File: src/hdl/spi_cfg_pkg.sv
package spi_cfg_pkg;

  // frame widths.
  localparam int unsigned CMD_WIDTH   = 12;
  localparam int unsigned READ_WIDTH  = 8;
  localparam int unsigned ADDR_BITS   = 3;
  localparam int unsigned RD_HDR_BITS = 4;  // flag plus address.

  // width of the divider, turnaround and config data.
  localparam int unsigned CFG_WIDTH = 8;

  // reset values of the config registers.
  localparam logic [CFG_WIDTH-1:0] DIV_RESET  = 8'd3;
  localparam logic [CFG_WIDTH-1:0] TURN_RESET = 8'd8;

  // config register map.
  localparam logic CFG_ADDR_DIV  = 1'b0;
  localparam logic CFG_ADDR_TURN = 1'b1;

endpackage

File: src/hdl/spi_cmd_pkg.sv
package spi_cmd_pkg;

  // bit position of the write flag, also the first bit on mosi.
  localparam int unsigned CMD_WR_BIT = 11;

  // write frame, all 12 bits go out.
  typedef struct packed {
    logic                                 wr;
    logic [spi_cfg_pkg::ADDR_BITS-1:0]    addr;
    logic [spi_cfg_pkg::READ_WIDTH-1:0]   data;
  } spi_wr_frame_t;

  // read frame, only the header is sent.
  typedef struct packed {
    logic                                 wr;
    logic [spi_cfg_pkg::ADDR_BITS-1:0]    addr;
    logic [spi_cfg_pkg::READ_WIDTH-1:0]   pad;
  } spi_rd_frame_t;

  // one command word, two decodes picked by wr.
  typedef union packed {
    spi_wr_frame_t wr_view;
    spi_rd_frame_t rd_view;
  } spi_cmd_u;

endpackage

File: src/hdl/spi_cfg_regs.sv
module spi_cfg_regs (
  input  logic       clk,
  input  logic       rst_n,
  input  logic       cfg_we,
  input  logic       cfg_addr,
  input  logic [7:0] cfg_wdata,
  output logic [7:0] cfg_rdata,
  output logic [7:0] div,
  output logic [7:0] turn
);
  import spi_cfg_pkg::*;

  logic [CFG_WIDTH-1:0] div_q;
  logic [CFG_WIDTH-1:0] turn_q;
  logic                 wr_div;
  logic                 wr_turn;

  // address decode.
  assign wr_div  = cfg_we && (cfg_addr == CFG_ADDR_DIV);
  assign wr_turn = cfg_we && (cfg_addr == CFG_ADDR_TURN);

  always_ff @(posedge clk or negedge rst_n)
  begin
    if (!rst_n)
    begin
      div_q  <= DIV_RESET;
      turn_q <= TURN_RESET;
    end
    else
    begin
      if (wr_div)
      begin
        div_q <= cfg_wdata;
      end
      if (wr_turn)
      begin
        turn_q <= cfg_wdata;
      end
    end
  end

  // readback, no wait state.
  always_comb
  begin
    case (cfg_addr)
      CFG_ADDR_TURN:
      begin
        cfg_rdata = turn_q;
      end
      default:
      begin
        cfg_rdata = div_q;
      end
    endcase
  end

  assign div  = div_q;   // half period minus one.
  assign turn = turn_q;  // turnaround in clocks.

endmodule

File: src/hdl/spi_sclk_gen.sv
module spi_sclk_gen (
  input  logic       clk,
  input  logic       rst_n,
  input  logic       sclk_en,
  input  logic [7:0] div,
  output logic       sclk,
  output logic       sclk_rise,
  output logic       sclk_fall
);
  import spi_cfg_pkg::*;

  logic [CFG_WIDTH-1:0] cnt_q;
  logic                 sclk_q;
  logic                 toggle;

  // half period is div+1 clocks.
  assign toggle = sclk_en && (cnt_q >= div);

  always_ff @(posedge clk or negedge rst_n)
  begin
    if (!rst_n)
    begin
      cnt_q  <= '0;
      sclk_q <= 1'b0;
    end
    else if (!sclk_en)
    begin
      // idle, park low.
      cnt_q  <= '0;
      sclk_q <= 1'b0;
    end
    else if (toggle)
    begin
      cnt_q  <= '0;
      sclk_q <= ~sclk_q;
    end
    else
    begin
      cnt_q <= cnt_q + 1'b1;
    end
  end

  assign sclk = sclk_q;

  // edge flags are high in the cycle that ends with the edge,
  // so the sequencer acts on the same clock that moves sclk.
  assign sclk_rise = toggle && !sclk_q;
  assign sclk_fall = toggle && sclk_q;

endmodule

File: src/hdl/spi_frame_seq.sv
module spi_frame_seq (
  input  logic                                clk,
  input  logic                                rst_n,
  input  spi_cmd_pkg::spi_cmd_u               cmd_in,
  input  logic                                cmd_vld,
  output logic                                cmd_rdy,
  input  logic [7:0]                          turn,
  input  logic                                sclk_rise,
  input  logic                                sclk_fall,
  output logic                                sclk_en,
  output logic                                cs,
  output logic                                mosi,
  input  logic                                miso,
  output logic                                read_vld,
  output logic [spi_cfg_pkg::READ_WIDTH-1:0]  read_data
);
  import spi_cfg_pkg::*;
  import spi_cmd_pkg::*;

  typedef enum logic [2:0] {
    ST_IDLE,
    ST_WR_SHIFT,
    ST_RD_HDR,
    ST_TURN,
    ST_RD_DATA,
    ST_DONE
  } state_t;

  state_t                state_q;
  state_t                state_d;
  logic [CMD_WIDTH-1:0]  shift_q;
  logic [3:0]            bit_cnt_q;
  logic [CFG_WIDTH-1:0]  turn_cnt_q;
  logic [CFG_WIDTH:0]    turn_next;
  logic [READ_WIDTH-1:0] cap_q;
  logic                  ready;
  logic                  accept;
  logic                  wr_last;
  logic                  hdr_last;
  logic                  data_last;
  logic                  turn_done;

  // done also takes a command, so back to back frames need no idle cycle.
  assign ready  = (state_q == ST_IDLE) || (state_q == ST_DONE);
  assign accept = ready && cmd_vld;

  assign wr_last   = (bit_cnt_q == 4'(CMD_WIDTH - 1));
  assign hdr_last  = (bit_cnt_q == 4'(RD_HDR_BITS - 1));
  assign data_last = (bit_cnt_q == 4'(READ_WIDTH - 1));

  // turnaround ends after turn clocks counted from the last header fall.
  assign turn_next = {1'b0, turn_cnt_q} + 1'b1;
  assign turn_done = (turn_next >= {1'b0, turn});

  always_comb
  begin
    state_d = state_q;
    case (state_q)
      ST_IDLE, ST_DONE:
      begin
        if (cmd_vld)
        begin
          state_d = cmd_in.wr_view.wr ? ST_WR_SHIFT : ST_RD_HDR;
        end
        else
        begin
          state_d = ST_IDLE;
        end
      end
      ST_WR_SHIFT:
      begin
        if (sclk_fall && wr_last)
        begin
          state_d = ST_IDLE;
        end
      end
      ST_RD_HDR:
      begin
        if (sclk_fall && hdr_last)
        begin
          state_d = ST_TURN;
        end
      end
      ST_TURN:
      begin
        if (turn_done)
        begin
          state_d = ST_RD_DATA;
        end
      end
      ST_RD_DATA:
      begin
        if (sclk_fall && data_last)
        begin
          state_d = ST_DONE;
        end
      end
      default:
      begin
        state_d = ST_IDLE;
      end
    endcase
  end

  always_ff @(posedge clk or negedge rst_n)
  begin
    if (!rst_n)
    begin
      state_q    <= ST_IDLE;
      shift_q    <= '0;
      bit_cnt_q  <= '0;
      turn_cnt_q <= '0;
    end
    else
    begin
      state_q <= state_d;
      if (accept)
      begin
        bit_cnt_q <= '0;
        if (cmd_in.wr_view.wr)
        begin
          shift_q <= {cmd_in.wr_view.wr, cmd_in.wr_view.addr, cmd_in.wr_view.data};
        end
        else
        begin
          // pad zeroed so mosi rests low after the header.
          shift_q <= {cmd_in.rd_view.wr, cmd_in.rd_view.addr, {READ_WIDTH{1'b0}}};
        end
      end
      else if (sclk_fall)
      begin
        shift_q <= {shift_q[CMD_WIDTH-2:0], 1'b0};  // next bit on mosi.
        if ((state_q == ST_RD_HDR) && hdr_last)
        begin
          bit_cnt_q  <= '0;
          turn_cnt_q <= '0;
        end
        else
        begin
          bit_cnt_q <= bit_cnt_q + 1'b1;
        end
      end
      else if (state_q == ST_TURN)
      begin
        turn_cnt_q <= turn_next[CFG_WIDTH-1:0];
      end
    end
  end

  // miso capture, msb first.
  always_ff @(posedge clk)
  begin
    if ((state_q == ST_RD_DATA) && sclk_rise)
    begin
      cap_q <= {cap_q[READ_WIDTH-2:0], miso};
    end
  end

  assign cmd_rdy   = ready;
  // low for the whole frame, turnaround included.
  assign cs        = !(sclk_en || (state_q == ST_TURN));
  assign sclk_en   = (state_q == ST_WR_SHIFT) || (state_q == ST_RD_HDR) ||
                     (state_q == ST_RD_DATA);
  assign mosi      = shift_q[CMD_WR_BIT];
  assign read_vld  = (state_q == ST_DONE);
  assign read_data = cap_q;

endmodule

File: src/hdl/spi_master_top.sv
module spi_master_top (
  input  logic                                clk,
  input  logic                                rst_n,
  input  spi_cmd_pkg::spi_cmd_u               cmd_in,
  input  logic                                cmd_vld,
  output logic                                cmd_rdy,
  input  logic                                cfg_we,
  input  logic                                cfg_addr,
  input  logic [7:0]                          cfg_wdata,
  output logic [7:0]                          cfg_rdata,
  output logic                                sclk,
  output logic                                cs,
  output logic                                mosi,
  input  logic                                miso,
  output logic                                read_vld,
  output logic [spi_cfg_pkg::READ_WIDTH-1:0]  read_data
);

  logic [7:0] div;
  logic [7:0] turn;
  logic       sclk_en;
  logic       sclk_rise;
  logic       sclk_fall;

  spi_cfg_regs i_cfg_regs (
    .clk       (clk),
    .rst_n     (rst_n),
    .cfg_we    (cfg_we),
    .cfg_addr  (cfg_addr),
    .cfg_wdata (cfg_wdata),
    .cfg_rdata (cfg_rdata),
    .div       (div),
    .turn      (turn)
  );

  // serial clock, runs only while the sequencer shifts.
  spi_sclk_gen i_sclk_gen (
    .clk       (clk),
    .rst_n     (rst_n),
    .sclk_en   (sclk_en),
    .div       (div),
    .sclk      (sclk),
    .sclk_rise (sclk_rise),
    .sclk_fall (sclk_fall)
  );

  spi_frame_seq i_frame_seq (
    .clk       (clk),
    .rst_n     (rst_n),
    .cmd_in    (cmd_in),
    .cmd_vld   (cmd_vld),
    .cmd_rdy   (cmd_rdy),
    .turn      (turn),
    .sclk_rise (sclk_rise),
    .sclk_fall (sclk_fall),
    .sclk_en   (sclk_en),
    .cs        (cs),
    .mosi      (mosi),
    .miso      (miso),
    .read_vld  (read_vld),
    .read_data (read_data)
  );

endmodule

File: config.mk
export PLATFORM = sky130hd
export DESIGN_NAME = spi_master_top
export DESIGN_NICKNAME = d
export VERILOG_FILES = /design/src/hdl/spi_cfg_pkg.sv /design/src/hdl/spi_cmd_pkg.sv /design/src/hdl/spi_cfg_regs.sv /design/src/hdl/spi_sclk_gen.sv /design/src/hdl/spi_frame_seq.sv /design/src/hdl/spi_master_top.sv
export SDC_FILE = /design/constraint.sdc
export NUM_CORES = 1
export LEC_CHECK = 0
export BUFFER_PORTS_ARGS = -buffer_cell sky130_fd_sc_hd__buf_2
export CAP_MARGIN = 10
export CORE_MARGIN = 1
export CORE_UTILIZATION = 40
export CTS_CLUSTER_DIAMETER = 50
export DETAILED_ROUTE_END_ITERATION = 10
export GPL_ROUTABILITY_DRIVEN = 0
export SLEW_MARGIN = 20
export SYNTH_ARGS = -nofsm -noshare
export SYNTH_HDL_FRONTEND = slang
export SYNTH_HIERARCHICAL = 1
export SYNTH_SLANG_ARGS = --single-unit
File: constraint.sdc
create_clock -name clk -period 5.1 [get_ports clk]
set_input_delay 0.765 -clock clk [delete_from_list [all_inputs] [get_ports clk]]
set_output_delay 0.765 -clock clk [all_outputs]
set_load 0.01 [all_outputs]
---- Word level (Yosys, flattened, before mapping) ----
Index checks and enable logic that the tools add are counted.
Widths: inputs -> output; s select.
storage, ports and cells
  register bits after elaboration ......... 60
  output and inout bits ................... 21
  logic and storage cells ................. 75
operators by class
  $add $sub $neg .......................... 3
  magnitude comparators ................... 2
  equality and inequality tests ........... 14
  mux-type cells .......................... 21
  bitwise gates (word level) .............. 3
  reductions and logical operators ........ 23
operator list
  kind                 count
  $mux 8               6
  $mux 12              3
  $mux 3               5
  $pmux 3 s5           1
  $mux 4               3
  $logic_and 1x1->1    11
  $add 8x1->9 const B  1
  $ge 9x8->1           1
  $add 8x1->8 const B  1
  $ge 8x8->1           1
  $ne 2x1->1 const B   4
  $eq 3x2->1 const B   2
  $eq 3x3->1 const B   2
  $add 4x1->4 const B  1
  $eq 4x2->1 const B   1
  $eq 4x3->1 const B   1
  $eq 4x4->1 const B   1
  $logic_or 1x1->1     4
  $ne 2x2->1 const B   2
  $reduce_and 4->1     1
  $reduce_bool 2->1    2
  $eq 3x1->1 const B   1
  $logic_not 3->1      1
  $not 1->1            3
  other kinds (5)      7

---- Longest topological paths before layout ----
  word-level depth ........................ 8
  depth in mapped cells ................... 11
  gate-level depth less buffers ........... 10

---- Hierarchy ----
Netlist, hierarchy kept.
by module, submodules not included
  module         instances  cells an instance  area each (sq um)  sequential area each (sq um)
  spi_frame_seq  1          185                1948.1             915.9
  spi_cfg_regs   1          44                 750.7              404.1
  spi_sclk_gen   1          69                 683.2              225.2

---- Least setup slack after synthesis ----
Ideal clock, no wire load.
  path kind ............................... reg2reg
  from .................................... register i_cfg_regs.div_q[0], in the netlist i_cfg_regs/div[0]
  to ...................................... register i_frame_seq.state_q[0]
  setup time .............................. 0.087 ns
  arrival time ............................ 2.495 ns
  path slack .............................. 2.519 ns
  stages on the path, launching flop included .. 11
  buffers on the path ..................... 1
  cell sequence ........................... dfstp_2 -> ha_1 -> nand2b_4 -> a2111oi_4 -> o311ai_4 -> and3_1 -> buf_2 -> nand3_1 -> a21oi_1 -> or3_2 -> o211ai_1
on the way
  word-level cells in the longest chain between the ends .. 6
RTL lines
  what                                  RTL line                                                       text
  start: declaration                    spi_cfg_regs.sv:13                                             logic [CFG_WIDTH-1:0] div_q;
  start signal: assignment              spi_cfg_regs.sv:33                                             div_q <= cfg_wdata;
  $ge 8x8->1 (*)                        spi_sclk_gen.sv:17                                             assign toggle = sclk_en && (cnt_q >= div);
  $logic_and 1x1->1 (*)                 spi_sclk_gen.sv:17
  $logic_and 1x1->1 (*)                 spi_sclk_gen.sv:48                                             assign sclk_fall = toggle && sclk_q;
  via sclk_fall                         spi_master_top.sv:23                                           logic sclk_fall;
  $logic_and 1x1->1 (on tied branches)  spi_frame_seq.sv:79, spi_frame_seq.sv:72, spi_frame_seq.sv:93
  $ne 2x1->1 (no line)                  n/a
  $reduce_and 4->1 (no line) (*)        n/a
  end signal: assignment                spi_frame_seq.sv:116                                           state_q <= state_d;
  end: declaration                      spi_frame_seq.sv:29                                            state_t state_q;
Mark *: on every way through the listed nets, which the timed path passes. The rest lies on a longest branch.
A chain may end at the register's enable or synchronous reset.

---- Final worst setup path ----
  from .................................... register i_sclk_gen.cnt_q[0]
  to ...................................... register i_frame_seq.turn_cnt_q[0]
on the way
  word-level cells in the longest chain between the ends .. 5
RTL lines
  what                                                              RTL line              text
  start: declaration                                                spi_sclk_gen.sv:12    logic [CFG_WIDTH-1:0] cnt_q;
  start signal: assignment                                          spi_sclk_gen.sv:39    cnt_q <= cnt_q + 1'b1;
  $ge 8x8->1 (*)                                                    spi_sclk_gen.sv:17
  $logic_and 1x1->1 (*)                                             spi_sclk_gen.sv:17
  $logic_and 1x1->1 (*)                                             spi_sclk_gen.sv:48
  via sclk_fall                                                     spi_master_top.sv:23
  $ne 2x2->1 (no line) / $reduce_bool 2->1 (equally long branches)  n/a
  $reduce_and 3->1 (no line)                                        n/a
  end signal: assignment                                            spi_frame_seq.sv:145  turn_cnt_q <= turn_next[CFG_WIDTH-1:0];
  end: declaration                                                  spi_frame_seq.sv:33   logic [CFG_WIDTH-1:0] turn_cnt_q;
Marked as above.

==> impl_metrics.csv <==
group,metric,value,unit
global_routing,grt_start_max_net_pins,53,
clock_network,cts_root_buf,"clkbuf_8",
drt,post-route-drc-count,0,
finish,syn_to_final_growth,14.2,%
yosys,syn_inst,298,
global_routing,antenna_found_initial,0,
min_path,hold_path_depth,0,
floorplanning,initial_core_util,41.2,%
clock_network,tritoncts,"built",
yosys,syn_area,3380,µm²
clock_network,cts_num_sinks,60,
yosys,async_flop_share,86.7,%
floorplanning,die_h,94.0,µm
worst_setup_path,cp_max_fo,21,
timing,fin_crit,3.30,ns
drt,drtPass1Iterations,4,
timing,max_slew_margin,30.6,%
timing,finalSetupTns,0,ns
clock_network,cts_resized,0,
global_routing,grt_pass1_vias,2302,
timing,slew_viol_final,0,
placed_design,dp_slack,1.80,ns
finish,fillers,772,
pwr,irDropWorstVdd,166,µV
finish,final_common_cell,"dfrtp_1",
worst_setup_path,crit_path_start_kind,"register",
yosys,synth.distinct_cells,57,
drt,first_iter_violations,67,
worst_setup_path,crit_arrival,3.55,ns
timing,finClkSkew,0.0108,ns
yosys,synth_top_family_by_area,"simple AND/OR/NAND/NOR gates",
finish,nets,390,
yosys,synth_xor_xnor_area_share,4.14,%
worst_setup_path,cp_num_cells,10,
pwr,p_leak,1.77,nW
clock_network,hold_buffers,0,
worst_setup_path,max_stage_delay,0.93,ns
timing,finalHoldViolCount,0,
worst_setup_path,path_cells,"inv_1, ha_1, nand2b_4, a2111oi_4, o311ai_4, and3_1, and4bb_2, a31oi_4, nand2_1, o21ai_0",
global_routing,grt_pass1_wl,10800,µm
worst_setup_path,path_class,"reg -> reg",
floorplanning,row_count,33,
yosys,synthAdderAreaFrac,7.03,%
global_routing,grt_overflow_total,0,
yosys,synth_edf_count,8,
drt,ant_nets,0,
yosys,ys_ff_latch,60,
timing,worst_pin_slew,1.04,ns
yosys,yosysWarnings,6,
placed_design,place_hpwl,4760,µm
clock_network,cts_max_level,3,
worst_setup_path,rrSetupSlack,1.80,ns
global_routing,grt_usage,16.4,%
placed_design,numPortBuffers,46,
finish,layout_common_cells,"dfrtp_1 (49), buf_2 (46), nand3_1 (22)",
floorplanning,ioPinCount,47,
drt,num_vias,2338,
yosys,syn-num-nets,343,
timing,fmax,0.303,GHz
timing,fin_crit_sh,64.8,%
floorplanning,core_area,8220,µm²
clock_network,post-cts-setup-buffers,0,
drt,wl,6590,µm
floorplanning,die_area,8830,µm²
yosys,yosysSeqAreaShare,45.7,%
worst_setup_path,critPathCaptureType,"register",
yosys,yosys.area_share.simple,15.5,%
worst_setup_path,worstPathRequired,5.34,ns
clock_network,cts_buffer_depth,2,
drt,wire_per_inst,14.5,µm
worst_setup_path,r2r_cells,10,
timing,fin_ws,1.80,ns
worst_setup_path,crit_buf_inv,1,
pwr,power_density,422,nW/µm²
status,status,"finished clean",
timing,grt_setup_unrepaired,"no",
min_path,hold_class,"reg -> reg",
worst_setup_path,crit_family,"simple AND/OR/NAND/NOR gates",
clock_network,clk_pin_slew_worst_paths,0.07,ns
yosys,synthMuxAreaShare,12.4,%
finish,multi_input_area,1680,µm²
finish,ff_latch_area,1550,µm²
yosys,synth_ff_type,"dfrtp_1",
worst_setup_path,slowest_stage,"and3_1",
yosys,avgSynthCellArea,11.3,µm²
finish,drive_gt1_share,29.7,%
drt,routed_via_density,5.14,
clock_network,cts-buffers-inserted,9,
finish,antenna_cells,0,
floorplanning,dieWidth,94.0,µm
run,cap_violations,0,
timing,setup_violations,0,
clock_network,clk_latency,0.34,ns
yosys,synth-compound-area-share,10.7,%
==> report_power, final <==
part           internal, mW  switching [mW]  leakage (nW)  total (mW)
clock                 0.229           0.181        0.0997       0.410
combinational         0.244           0.282         0.941       0.526
sequential            0.580           0.115         0.734       0.695
total                  1.05           0.579          1.77        1.63
==> worst register-to-register path, stage by stage (launching register included) <==
cell	delay (ns)
dfrtp_1	0.43
inv_1	0.08
ha_1	0.28
nand2b_4	0.12
a2111oi_4	0.08
o311ai_4	0.47
and3_1	0.93
and4bb_2	0.39
a31oi_4	0.27
nand2_1	0.08
o21ai_0	0.08
==> per-stage QoR <==
stage               area [µm²]  total power [mW]  util [%]  cells  hold slack, ns
CTS                       3860              1.65      47.0    455           0.446
global route              3860              1.75      47.0    455           0.466
finish                    3860              1.63      47.0    455           0.449
floorplan                 3380              1.09         -    298           0.469
detailed placement        3670              1.24      44.7    439           0.430
global placement          3670              1.22      44.7    439           0.426
==> flip-flops by register name, indices dropped and copies added (netlist names) <==
| name | cells |
|---|---|
| i_cfg_regs/turn | 8 |
| i_frame_seq/bit_cnt_q | 4 |
| i_sclk_gen/sclk | 1 |
| i_frame_seq/turn_cnt_q | 8 |
| i_cfg_regs/div | 8 |
| i_frame_seq/read_data | 8 |
| i_frame_seq/shift_q | 12 |
| i_frame_seq/state_q | 3 |
| i_sclk_gen/cnt_q | 8 |
==> synth_stat cells, types with 6 or more instances <==
cell,count,area share [%]
a21oi_1,8,1.2
xor2_1,12,3.1
edfxtp_1,8,7.1
nand3_1,22,3.3
nand2_1,12,1.3
nor2_1,14,1.6
nor3_1,12,1.8
o21ai_0,15,2.2
mux2_4,8,3.6
ha_1,19,7.0
buf_2,6,0.89
mux2_2,16,5.3
inv_1,20,2.2
mux2i_1,12,3.6
dfrtp_1,49,36
==> routing by layer <==
metal / wire [µm] / part of all wire [%] / global-route usage, % / vias to the layer above
li1: - / - / - / 1161
met1: 3150 / 48 / 21.0 / 1114
met2: 3050 / 46 / 25.4 / 52
met3: 267 / 4.1 / 4.13 / 11
met4: 124 / 1.9 / 8.46 / 0
met5: 0 / 0 / 0 / -
==> cells by family (layout without fill, tap and decap cells) <==
group / after synthesis / in the layout
fa+ha+maj: 19 / 19
buf+inv: 31 / 83
mux: 36 / 36
simple gates: 89 / 89
xor+xnor: 16 / 16
flops: 60 / 60
compound gates: 47 / 47
==> worst paths after layout <==
check | start | endpoint
setup / recovery | i_sclk_gen/cnt_q[0] | i_frame_seq/turn_cnt_q[0]
hold / removal | i_frame_seq/read_data[1] | i_frame_seq/read_data[2]
setup reg to reg | i_sclk_gen/cnt_q[0] | i_frame_seq/turn_cnt_q[0]
hold reg to reg | i_frame_seq/read_data[1] | i_frame_seq/read_data[2]
max in group asynchronous | rst_n | i_frame_seq/shift_q[4]
min in group asynchronous | rst_n | i_cfg_regs/turn[2]
==> final cells by class <==
cell class | instances | area share, %
clock buffers | 15 | 4.83
clock inverters | 1 | 0.130
inverters | 20 | 1.94
multi-input cells | 207 | 43.6
flip-flops and latches | 60 | 40.0
well taps | 105 | 3.40
repair buffers | 47 | 6.15
Note: power is estimated with default switching activity, not from simulation.
